**config.mk**
```make
export PLATFORM = sky130hd
export DESIGN_NAME = cpri_symb_writer
export DESIGN_NICKNAME = d
export VERILOG_FILES = /design/src/hdl/cpri_rx_pkg.sv /design/src/hdl/cpri_symb_writer.sv
export SDC_FILE = /design/constraint.sdc
export NUM_CORES = 1
export LEC_CHECK = 0
export BUFFER_PORTS_ARGS = -buffer_cell sky130_fd_sc_hd__buf_2
export CORE_MARGIN = 2
export CORE_UTILIZATION = 47
export DETAILED_ROUTE_END_ITERATION = 8
export GPL_ROUTABILITY_DRIVEN = 0
export PLACE_DENSITY = 0.7
export SYNTH_ARGS = -nofsm -noshare
export SYNTH_HDL_FRONTEND = slang
export SYNTH_SLANG_ARGS = --single-unit
```
**constraint.sdc**
```tcl
create_clock -name i_clk -period 1.4 [get_ports i_clk]
set_clock_uncertainty 0.2 [all_clocks]
set_input_delay 0.07 -clock i_clk [delete_from_list [all_inputs] [get_ports i_clk]]
set_output_delay 0.07 -clock i_clk [all_outputs]
set_load 0.02 [all_outputs]
```
**src/hdl/cpri_rx_pkg.sv**
```systemverilog
/*
 * CPRI uplink receive buffer definitions
 * Word and buffer geometry, header field layout, uplink filter
 * constants and the header filter state encoding
 */
`default_nettype none

package cpri_rx_pkg;

    // ------------------------------------------------------------
    // Link word and buffer geometry
    // ------------------------------------------------------------
    localparam int WORD_W     = 64;
    localparam int SYMB_WORDS = 192;
    localparam int CHIP_WORDS = 96;
    localparam int BUF_SYMBS  = 4;
    localparam int BUF_WORDS  = BUF_SYMBS * SYMB_WORDS;

    typedef logic [WORD_W-1:0] cpri_word_t;
    typedef logic [9:0]        buf_addr_t;
    typedef logic [6:0]        chip_addr_t;
    typedef logic [7:0]        symb_pos_t;
    typedef logic [2:0]        level_t;
    typedef logic [31:0]       agc_t;

    // ------------------------------------------------------------
    // Header fields
    // ------------------------------------------------------------
    typedef logic [3:0] pkg_type_t;
    typedef logic [7:0] prb_t;
    typedef logic [6:0] slot_t;
    typedef logic [3:0] symb_t;

    localparam int HDR_PKG_LSB  = 36;
    localparam int HDR_PRB0_LSB = 28;
    localparam int HDR_PRB1_LSB = 20;
    localparam int HDR_SLOT_LSB = 12;
    localparam int HDR_SYMB_LSB = 8;

    // Uplink filter and start condition
    localparam pkg_type_t PUSCH_PKG_TYPE = 4'd8;
    localparam int        UL_SLOT_PERIOD = 5;
    localparam int        UL_SLOT_PHASE  = 4;
    localparam int        UL_SLOT_COUNT  = 80;
    localparam prb_t      SOP_PRB0       = 8'd0;
    localparam prb_t      SOP_PRB1       = 8'd4;

    // Word within a symbol whose upper half holds the AGC value
    localparam int AGC_WORD = 4;

    typedef enum logic [1:0] {
        ST_HDR,
        ST_KEEP,
        ST_SKIP
    } filt_state_t;

endpackage

`default_nettype wire

```
**src/hdl/cpri_symb_writer.sv**
```systemverilog
/*
 * Symbol ring write side
 * Steps the RAM write address around the ring and flags the last
 * payload word of every stored symbol
 */
`timescale 1ns/100ps
`default_nettype none

module cpri_symb_writer import cpri_rx_pkg::*; (
    input  wire logic i_clk,
    input  wire logic cpri_reset,
    input  wire logic i_wr_en,
    output buf_addr_t o_wr_addr,
    output logic      o_wr_symb_done
);

    symb_pos_t wr_pos;
    logic      pos_last;

    assign pos_last       = (wr_pos == symb_pos_t'(SYMB_WORDS - 1));
    // High together with the write of the last word
    assign o_wr_symb_done = i_wr_en && pos_last;

    // Ring address, wraps at the full RAM depth
    always_ff @(posedge i_clk) begin
        if (cpri_reset) begin
            o_wr_addr <= '0;
        end else if (i_wr_en) begin
            if (o_wr_addr == buf_addr_t'(BUF_WORDS - 1)) begin
                o_wr_addr <= '0;
            end else begin
                o_wr_addr <= o_wr_addr + 1'b1;
            end
        end
    end

    // Word position inside the current symbol
    always_ff @(posedge i_clk) begin
        if (cpri_reset) begin
            wr_pos <= '0;
        end else if (i_wr_en) begin
            wr_pos <= pos_last ? '0 : wr_pos + 1'b1;
        end
    end

endmodule

`default_nettype wire

```
# After elaboration in Yosys (flattened, before gate mapping)
# Cells that the tools add are included.
# word_totals
ff_bits,18
mem_bits_rw,0
latch_bits,0
rom_bits,0
memories,0
# op_classes
mux,2
n_bitwise,0
reduce_logical,1
n_addsub,2
multipliers,0
n_shift,0
n_lt_le_gt_ge,0
eq_ne,2
div,0
# op_table
cell,count
"10-bit by 1-bit adder with 10-bit output, second input constant",1
"10-bit == test, second input constant",1
10-bit two-way mux,1
"8-bit by 1-bit adder with 8-bit output, second input constant",1
"8-bit == test, second input constant",1
8-bit two-way mux,1
1-bit logical AND,1

# Logic depth before layout (Yosys ltp)
# Gate-level depths: netlist (run 1).
# depth
ltp_word,2
mapped_depth,5
depth_no_buf,5

# Least setup slack after synthesis (run 1)
# OpenSTA, ideal clock, no wires.
# synth_path
path_type,flip-flop to flip-flop
start,register wr_pos[0]
end,register wr_pos[0]
path_slack_ns,-0.167
stages_incl_launch_ff,6
setup_ns,0.138
arrival_time_ns,1.229
required_ns,1.062
path_buffers,0
synth_period_minus_slack_ns,1.567
path_cell_list,dfxtp_1 ha_1 nor2b_1 nand2_1 nor2_1 nor3_1
# synth_via
elab_chain_len,2
word_cells_on_any_way,3
# synth_rtl
item,line,source
start: declaration,cpri_symb_writer.sv:17,symb_pos_t wr_pos;
start signal: assignment,cpri_symb_writer.sv:42,wr_pos <= pos_last ? '0 : wr_pos + 1'b1;
8-bit by 1-bit adder with 8-bit output / 8-bit == test (equally long branches),"cpri_symb_writer.sv:42, cpri_symb_writer.sv:20",
8-bit two-way mux (*),cpri_symb_writer.sv:42,
# Every way passes the cells marked *; elsewhere a longest branch is shown, timed or not.
# A chain may end at the register's enable or synchronous reset.

# Final worst setup path (run 1)
# layout_path
start,register wr_pos[0]
end,output o_wr_symb_done
# layout_via
elab_chain_len,2
# layout_rtl
item,line,source
8-bit == test,cpri_symb_writer.sv:20,assign pos_last = (wr_pos == symb_pos_t'(SYMB_WORDS - 1));
1-bit logical AND,cpri_symb_writer.sv:22,assign o_wr_symb_done = i_wr_en && pos_last;
end: declaration,cpri_symb_writer.sv:14,output logic o_wr_symb_done
# No other way between the ends.

==> out/qor.txt, run 1 <==
outcome -> finished, violations left
violated checks -> setup timing
Synth Area in Compound Gates -> 0.0990
Final Non-Filler Cells -> 148
Max IR drop VDD -> 518 µV
grt ovf -> 0
antenna violations before repair -> 0
vias after detailed routing -> 810
minimum clock period -> 1.53 ns
max_slew headroom -> 0.830
CTS tree -> done
nets -> 137
commonest non-fill, non-tap cell in the layout -> buf_4
first-pass GRT wire length -> 3200 µm
DRC -> 0
routed wire length -> 2100 µm
largest net degree at the start of global routing -> 15
area growth from synthesis to layout -> 45.9%
vias in the first global route -> 689
wire length per cell -> 14.2 µm
Lkg Pwr -> 0.502 nW
first-pass iteration count of the detailed router -> 4
unrepaired setup endpoints after global routing -> yes
Num CTS Buffers -> 3
Crit. path cell count -> 5
class of the worst hold path -> in2reg
Die Y -> 46.1 µm
reg2reg path depth -> 4
Yosys reg bits -> 18
drt initial violations -> 23
Fin. Hold Viols -> 0
number of flops mapped to enable cells by yosys -> 0
XOR/XNOR Fraction of Synth Area -> 0.105
Synth Area in Adders -> 0.0300
CTS max path bufs -> 2
CP max-delay cell -> dfxtp_2
WP buf/inv -> 1
clock root buffer -> clkbuf_4
Max-cap violations -> 0
Mean Syn Cell Area -> 8.97 µm²
CP Launch Type -> flip-flop
Initial Util -> 0.494
power per cell area -> 824 nW/µm²
CORE AREA -> 1690 µm²
Seq/Total Area, Yosys -> 0.432
CP Data Required Time -> 1.13 ns
Pins Over Slew Limit -> 0
crit-path max FO -> 2
most frequent cells in the layout -> 20 x buf_4, 13 x nor2_1, 12 x buf_2
Port Buffer Count -> 13
fraction of registers with async set/reset -> 0
Final period util -> 1.09
HPWL Detailed -> 1330 µm
synthesized area -> 835 µm²
PnR worst setup slack -> -0.130 ns
Ports -> 14
total die area -> 2130 µm²
fraction of synthesized area in multiplexers -> 0.0360
syn_nets -> 98
f_max -> 654 MHz
Top FF cell, synth -> dfxtp_1
cell family with most CP delay -> flip-flops
CTS H-tree depth -> 1
diodes inserted -> 0
Crit Path Class -> reg2out
crit path DAT -> 1.26 ns
ANT nets after route -> 0
Die Span X -> 46.1 µm
Syn Inst Count -> 93
Distinct cells, synth -> 29
Synthesis Warnings -> 0
routed vias/inst -> 5.47
largest family of logic cells by synthesized area -> simple AND/OR/NAND/NOR gates
Crit. End Element -> output port
filler cell count -> 124
simple-gate share of the synthesized area -> 0.288
Clock Latency Late Sink -> 0.30 ns
WHS Path Cells -> 4
fraction of layout cells with a size suffix above 1 -> 0.473
CP max stage delay -> 0.37 ns
Row Count -> 15
Final setup viols -> 1
Slew @ Worst Pin -> 0.254 ns
Reg clk slew, reported paths -> 0.11 ns
CP Cell Sequence -> ha_4, nor2b_4, nand2_2, nor2_4, buf_6
placed cells -> 132
hold slack -> 0.0106 ns
clk sinks -> 18
gr usage total -> 0.213
[registers in the layout (all words and copies together) (netlist names)]
register   flops
wr_pos         8
o_wr_addr     10
[timing repair]
| action | 4_1_cts | 5_1_grt |
|---|---|---|
| endpoints found under the setup margin | 4 | 12 |
| endpoints found under the hold margin | 18 | 0 |
| hold buffers | 3 | 0 |
| pin swaps | 3 | 5 |
| gates resized for setup | 9 | 6 |
| setup buffers | 3 | 6 |
[report_power, final]
group / switching, mW / leakage (nW) / internal (mW)
Clock: 0.181 / 0.0210 / 0.159
Sequential: 0.0216 / 0.153 / 0.524
Combinational: 0.0563 / 0.327 / 0.0615
Total: 0.259 / 0.502 / 0.744
[worst min-delay path, delay by kind of cell]
family	cells	cell delay (ns)
xor gates and xnor gates	1	0.06
buffers and inverters	1	0.13
and+or+nand+nor	2	0.20
[synthesized netlist by cell type (3+ instances only)]
cell type  number  share of area
xor2_1          7          0.073
xnor2_1         3          0.031
a31oi_1         4          0.030
nand4_1         5          0.037
nand2_1        10          0.045
nand3_1         3          0.018
nor2_1         14          0.063
dfxtp_1        18           0.43
mux2i_1         3          0.036
[metal layers]
| metal | up-vias | share of wire | GRT usage |
|---|---|---|---|
| met3 | 0 | 0.048 | 0.0549 |
| met2 | 22 | 0.49 | 0.344 |
| met5 | - | 0 | 0 |
| li1 | 409 | - | - |
| met1 | 379 | 0.46 | 0.274 |
| met4 | 0 | 0 | 0.0686 |
[cells by family after synthesis]
kind of cell,after synthesis
AO/OA/AOI/OAI,12
XOR/XNOR,10
adder cells (fa/ha/maj),2
buffers and inverters,2
flip-flops,18
multiplexers,3
AND/OR/NAND/NOR,46
[final timing paths]
check	start	endpoint	slack, ns
max	wr_pos[0]$_SDFFE_PP0P_	o_wr_symb_done	-0.13
min	i_wr_en	wr_pos[3]$_SDFFE_PP0P_	0.01
max reg2reg	wr_pos[3]$_SDFFE_PP0P_	wr_pos[5]$_SDFFE_PP0P_	0.01
min reg2reg	o_wr_addr[3]$_SDFFE_PP0P_	o_wr_addr[3]$_SDFFE_PP0P_	0.33
[area by class of cell]
| type | instances | area, µm² | area share |
|---|---|---|---|
| flip-flops and latches | 18 | 387 | 0.318 |
| well taps | 17 | 21.3 | 0.0175 |
| multi-input cells | 73 | 522 | 0.429 |
| clock buffers | 4 | 36.3 | 0.0298 |
| repair buffers | 36 | 251 | 0.207 |
[stage by stage]
| step | setup WS, ns | TNS (ns) | cell area [µm²] | power (mW) | util |
|---|---|---|---|---|---|
| 2_1_floorplan | 0.0159 | 0 | 881 | 0.612 | - |
| 3_3_place_gp | 0.0451 | 0 | 1040 | 0.655 | 0.616 |
| 3_5_place_dp | 0.00997 | 0 | 1040 | 0.659 | 0.616 |
| 4_1_cts | -0.134 | -0.134 | 1160 | 0.998 | 0.687 |
| 5_1_grt | -0.174 | -0.309 | 1220 | 1.04 | 0.721 |
| 6_report | -0.130 | -0.130 | 1220 | 1.00 | 0.721 |
No activity file was read; power rests on OpenSTA's default activity.
==> inputs of run 2 (changes only) <==
Settings changed: PLACE_DENSITY 0.7 to 0.79.
==> out/qor.txt, run 2 (same netlist as run 1, synthesis figures left out) <==
final core utilization -> 0.750 (+0.0289)
Fin. Hold Viols -> 0 (unchanged)
diodes inserted -> 0 (unchanged)
max reg flops -> 10 (unchanged)
Pins Over Slew Limit -> 0 (unchanged)
Int Pwr -> 0.744 mW (about the same)
CORE AREA -> 1690 µm² (unchanged)
CTS H-tree depth -> 1 (unchanged)
total die area -> 2130 µm² (unchanged)
routed wire length -> 2170 µm (+3.3%)
CP Data Required Time -> 1.13 ns (about the same)
Ports -> 14 (unchanged)
gr usage total -> 0.223 (+0.00982)
Die Span X -> 46.1 µm (unchanged)
crit path DAT -> 1.25 ns (about the same)
unrepaired setup endpoints after global routing -> yes
Pwr Total -> 0.995 mW (-0.89%)
CP max stage delay -> 0.37 ns (about the same)
power per cell area -> 786 nW/µm² (-4.7%)
Crit Path Class -> reg2out
first-pass iteration count of the detailed router -> 4 (unchanged)
area growth from synthesis to layout -> 51.7%
Row Count -> 15 (unchanged)
outcome -> finished, violations left
CTS tree -> done
filler cell count -> 120 (-3.2%)
vias in the first global route -> 786 (+14%)
vias after detailed routing -> 833 (+2.8%)
wire length per cell -> 14.7 µm (+4.0%)
Clock Latency Late Sink -> 0.30 ns (about the same)
Lkg Pwr -> 0.511 nW (+1.9%)
minimum clock period -> 1.52 ns (-0.00509 ns)
CTS max path bufs -> 2 (unchanged)
switching portion of total power -> 0.252 (-0.00612)
PnR worst setup slack -> -0.125 ns (+0.00509 ns)
Final Non-Filler Cells -> 147 (-0.68%)
grt ovf -> 0 (unchanged)
antenna violations before repair -> 0 (unchanged)
Slew @ Worst Pin -> 0.262 ns (+0.00771 ns)
largest net degree at the start of global routing -> 15 (unchanged)
Die Y -> 46.1 µm (unchanged)
Multi-input gate area -> 579 µm² (+11%)
clock root buffer -> clkbuf_4
CP Cell Sequence -> ha_4, nor2b_4, nand2_2, nor2_4, buf_6
CP max-delay cell -> dfxtp_2
placed cells -> 132 (unchanged)
Max-cap violations -> 0 (unchanged)
Crit. End Element -> output port
CP Launch Type -> flip-flop
Port Buffer Count -> 13 (unchanged)
FF+latch area -> 384 µm² (-0.65%)
Top reg by flops -> o_wr_addr
Area after DPL -> 1040 µm² (unchanged)
fraction of layout cells with a size suffix above 1 -> 0.523 (+0.0498)
first-pass GRT wire length -> 3370 µm (+5.2%)
Gate power share -> 0.119 (+0.002)
Largest regs -> o_wr_addr (10), wr_pos (8)
class of the worst hold path -> in2reg
violated checks -> setup timing
Psw -> 0.251 mW (-3.2%)
Design Area, Final -> 1270 µm² (+4.0%)
Seq pwr share -> 0.549 (+0.005)
Initial Util -> 0.494 (unchanged)
Final period util -> 1.09 (-0.00364)
Num CTS Buffers -> 3 (unchanged)
DRC -> 0 (unchanged)
max_slew headroom -> 0.825 (-0.00515)
nets -> 136 (-0.73%)
Max IR drop VDD -> 709 µV (+37%)
drt initial violations -> 30 (+30%)
most frequent cells in the layout -> 19 x buf_4, 13 x nor2_1, 12 x buf_2
routed vias/inst -> 5.67 (+3.5%)
commonest non-fill, non-tap cell in the layout -> buf_4
Clk network pwr share -> 0.332 (-0.007)
HPWL Detailed -> 1360 µm (+2.1%)
crit-path max FO -> 2 (unchanged)
ANT nets after route -> 0 (unchanged)
f_max -> 656 MHz (+0.33%)
clk sinks -> 18 (unchanged)
Reg clk slew, reported paths -> 0.10 ns (about the same)
Final setup viols -> 4 (+3)
-- run 2: power groups by stage --
stage,registers (mW),logic (mW),clock network (mW)
after floorplan,0.562,0.0501,0
after global placement,0.553,0.0971,0
after detailed placement,0.554,0.101,0
after CTS,0.545,0.115,0.327
after global routing,0.549,0.133,0.360
final,0.546,0.118,0.331
-- run 2: worst max-delay path: cells and delay by family, from the launching register on --
kind          cells  cell delay, ns
buf+inv           1            0.12
simple gates      3            0.33
flops             1            0.37
fa+ha+maj         1            0.14
-- run 2: path summary, 6_finish.rpt --
kind,startpoint,end,slack (ns),cells past startpoint
setup reg to reg,o_wr_addr[4]$_SDFFE_PP0P_,o_wr_addr[8]$_SDFFE_PP0P_,-0.02,4
hold reg to reg,wr_pos[4]$_SDFFE_PP0P_,wr_pos[4]$_SDFFE_PP0P_,0.35,2
setup / recovery,wr_pos[1]$_SDFFE_PP0P_,o_wr_symb_done,-0.12,5
hold / removal,i_wr_en,wr_pos[5]$_SDFFE_PP0P_,0.04,4
-- run 2: area by class of cell --
| class | count | share of cell area |
|---|---|---|
| clock buffer | 4 | 0.0287 |
| multi-input combinational | 73 | 0.458 |
| sequential | 18 | 0.303 |
| tap | 17 | 0.0168 |
| timing repair buffer | 35 | 0.194 |
-- run 2: repair_timing --
action,in CTS,in global routing
gates resized for setup,12,13
gates cloned,0,0
hold endpoints to repair,18,0
pin swaps,5,6
hold buffers,2,0
setup endpoints to repair,3,11
buffers inserted,8,1
-- run 2: layer usage --
layer | GRT usage | part of all wire | vias to the layer above
met5 | 0 | 0 | -
met4 | 0.109 | 0.016 | 0
met3 | 0.0431 | 0.039 | 4
met2 | 0.353 | 0.49 | 25
met1 | 0.286 | 0.45 | 394
li1 | - | - | 410
-- run 2: stage by stage --
step | TNS [ns] | worst slack, ns | hold WS (ns)
floorplan | 0 | 0.0159 | -0.0727
global placement | 0 | 0.0459 | 0.243
detailed placement | -0.0233 | -0.0233 | 0.247
CTS | -0.121 | -0.121 | 0.0132
global route | -0.449 | -0.178 | 0.0625
finish | -0.166 | -0.125 | 0.0399
==> inputs of run 3 (changes only) <==
Settings changed: SETUP_SLACK_MARGIN set to 0.15, SLEW_MARGIN set to 20.
==> out/qor.txt, run 3 (same netlist as run 1, synthesis figures left out) <==
diodes inserted -> 0 (unchanged)
Crit Path Class -> reg2out
CP max stage delay -> 0.37 ns (about the same)
PnR worst setup slack -> -0.105 ns (+0.0199 ns)
class of the worst hold path -> in2reg
filler cell count -> 103 (-14%)
Reg clk slew, reported paths -> 0.10 ns (about the same)
grt ovf -> 0 (unchanged)
total die area -> 2130 µm² (unchanged)
CTS H-tree depth -> 1 (unchanged)
most frequent cells in the layout -> 18 x buf_4, 10 x nor2_1, 10 x buf_2
Port Buffer Count -> 13 (unchanged)
WP buf/inv -> 1 (unchanged)
Pwr Total -> 0.970 mW (-2.5%)
Num CTS Buffers -> 3 (unchanged)
largest net degree at the start of global routing -> 15 (unchanged)
nets -> 135 (-0.74%)
Die Y -> 46.1 µm (unchanged)
Crit. End Element -> output port
max_slew headroom -> 0.824 (-0.00125)
Lkg Pwr -> 0.500 nW (-2.1%)
minimum clock period -> 1.50 ns (-0.0199 ns)
Slew @ Worst Pin -> 0.257 ns (-0.00510 ns)
first-pass iteration count of the detailed router -> 4 (unchanged)
crit path DAT -> 1.23 ns (-0.02 ns)
cell family with most CP delay -> flip-flops
drt initial violations -> 10 (-67%)
commonest non-fill, non-tap cell in the layout -> buf_4
Ports -> 14 (unchanged)
max reg flops -> 10 (unchanged)
Pins Over Slew Limit -> 0 (unchanged)
unrepaired setup endpoints after global routing -> yes
routed vias/inst -> 5.68 (+0.20%)
routed wire length -> 2290 µm (+5.9%)
CP Data Required Time -> 1.13 ns (about the same)
gr usage total -> 0.239 (+0.0159)
CTS max path bufs -> 2 (unchanged)
DRC -> 0 (unchanged)
f_max -> 665 MHz (+1.3%)
clk sinks -> 18 (unchanged)
area growth from synthesis to layout -> 56.5%
CP Cell Sequence -> ha_4, nor2b_4, nand2_2, nor2_4, buf_6
violated checks -> setup timing
fraction of layout cells with a size suffix above 1 -> 0.566 (+0.0428)
CP Launch Type -> flip-flop
vias in the first global route -> 826 (+5.1%)
TNS Setup -> -0.235 ns (-0.0697 ns)
Row Count -> 15 (unchanged)
Final period util -> 1.07 (-0.0142)
ANT nets after route -> 0 (unchanged)
Fin. Hold Viols -> 0 (unchanged)
placed cells -> 129 (-2.3%)
Final Non-Filler Cells -> 146 (-0.68%)
Max-cap violations -> 0 (unchanged)
Largest regs -> o_wr_addr (10), wr_pos (8)
Die Span X -> 46.1 µm (unchanged)
Initial Util -> 0.494 (unchanged)
Top reg by flops -> o_wr_addr
Clock Latency Late Sink -> 0.30 ns (about the same)
CTS tree -> done
hold slack -> 0.00733 ns (-0.0326 ns)
antenna violations before repair -> 0 (unchanged)
CP max-delay cell -> dfxtp_4
CORE AREA -> 1690 µm² (unchanged)
first-pass GRT wire length -> 3640 µm (+8.0%)
outcome -> finished, violations left
Final setup viols -> 3 (-1)
clock root buffer -> clkbuf_4
Placement Setup Slack -> -0.0186 ns (+0.00469 ns)
vias after detailed routing -> 829 (-0.48%)
power per cell area -> 742 nW/µm² (-5.5%)
crit-path max FO -> 2 (unchanged)
wire length per cell -> 15.7 µm (+6.6%)
HPWL Detailed -> 1300 µm (-4.4%)
Max IR drop VDD -> 669 µV (-5.7%)
==> run 3: cell count changes in the layout (fill, tap and decap cells not counted), sizes merged <==
cell	previous run	this run
buf	33	32
==> run 3: layout make-up <==
class / instances / area (µm²) / share of cell area
sequential: 18 / 395 / 0.303
multi-input combinational: 73 / 613 / 0.469
tap: 17 / 21.3 / 0.0163
clock buffer: 4 / 26.3 / 0.0201
timing repair buffer: 34 / 250 / 0.192
==> run 3: where the power goes <==
part	leakage [nW]	internal, mW	switching, mW	total [mW]
combinational	0.331	0.0753	0.0745	0.150
clock	0.0150	0.111	0.169	0.280
sequential	0.155	0.521	0.0193	0.540
==> run 3: layer usage <==
layer  global-route usage  part of all wire  up-vias  wire length, µm
met5                    0                 0        -                0
met4                0.103             0.011        0               26
met3               0.0431             0.028        4               64
met2                0.389              0.52       15             1190
met1                0.305              0.44      406             1010
li1                     -                 -      404                -
==> run 3: tightest hold or removal path, delay by kind of cell <==
kind | cells | cell delay, ns
buffers and inverters | 1 | 0.14
XOR/XNOR | 1 | 0.08
AND/OR/NAND/NOR | 2 | 0.18
==> run 3: path summary, 6_finish.rpt <==
kind	to	slack [ns]	from	cells after the start
hold reg to reg	o_wr_addr[8]$_SDFFE_PP0P_	0.32	o_wr_addr[8]$_SDFFE_PP0P_	2
setup / recovery	o_wr_symb_done	-0.10	wr_pos[0]$_SDFFE_PP0P_	5
hold / removal	wr_pos[4]$_SDFFE_PP0P_	0.007	i_wr_en	4
setup reg to reg	o_wr_addr[8]$_SDFFE_PP0P_	-0.09	o_wr_addr[2]$_SDFFE_PP0P_	4
==> run 3: metrics by stage <==
| stage | instance area, µm² | utilization |
|---|---|---|
| 5_1_grt | 1310 | 0.773 |
| 2_1_floorplan | 906 | - |
| 4_1_cts | 1220 | 0.721 |
| 3_5_place_dp | 1040 | 0.618 |
| 6_report | 1310 | 0.773 |
| 3_3_place_gp | 1040 | 0.618 |
==> run 3: repair_timing <==
action                                  CTS  global route
endpoints found under the setup margin   12            21
hold buffers                              2             0
setup buffers                             9             2
pin swaps                                15            11
hold endpoints to repair                 18             0
gates resized for setup                  15            18
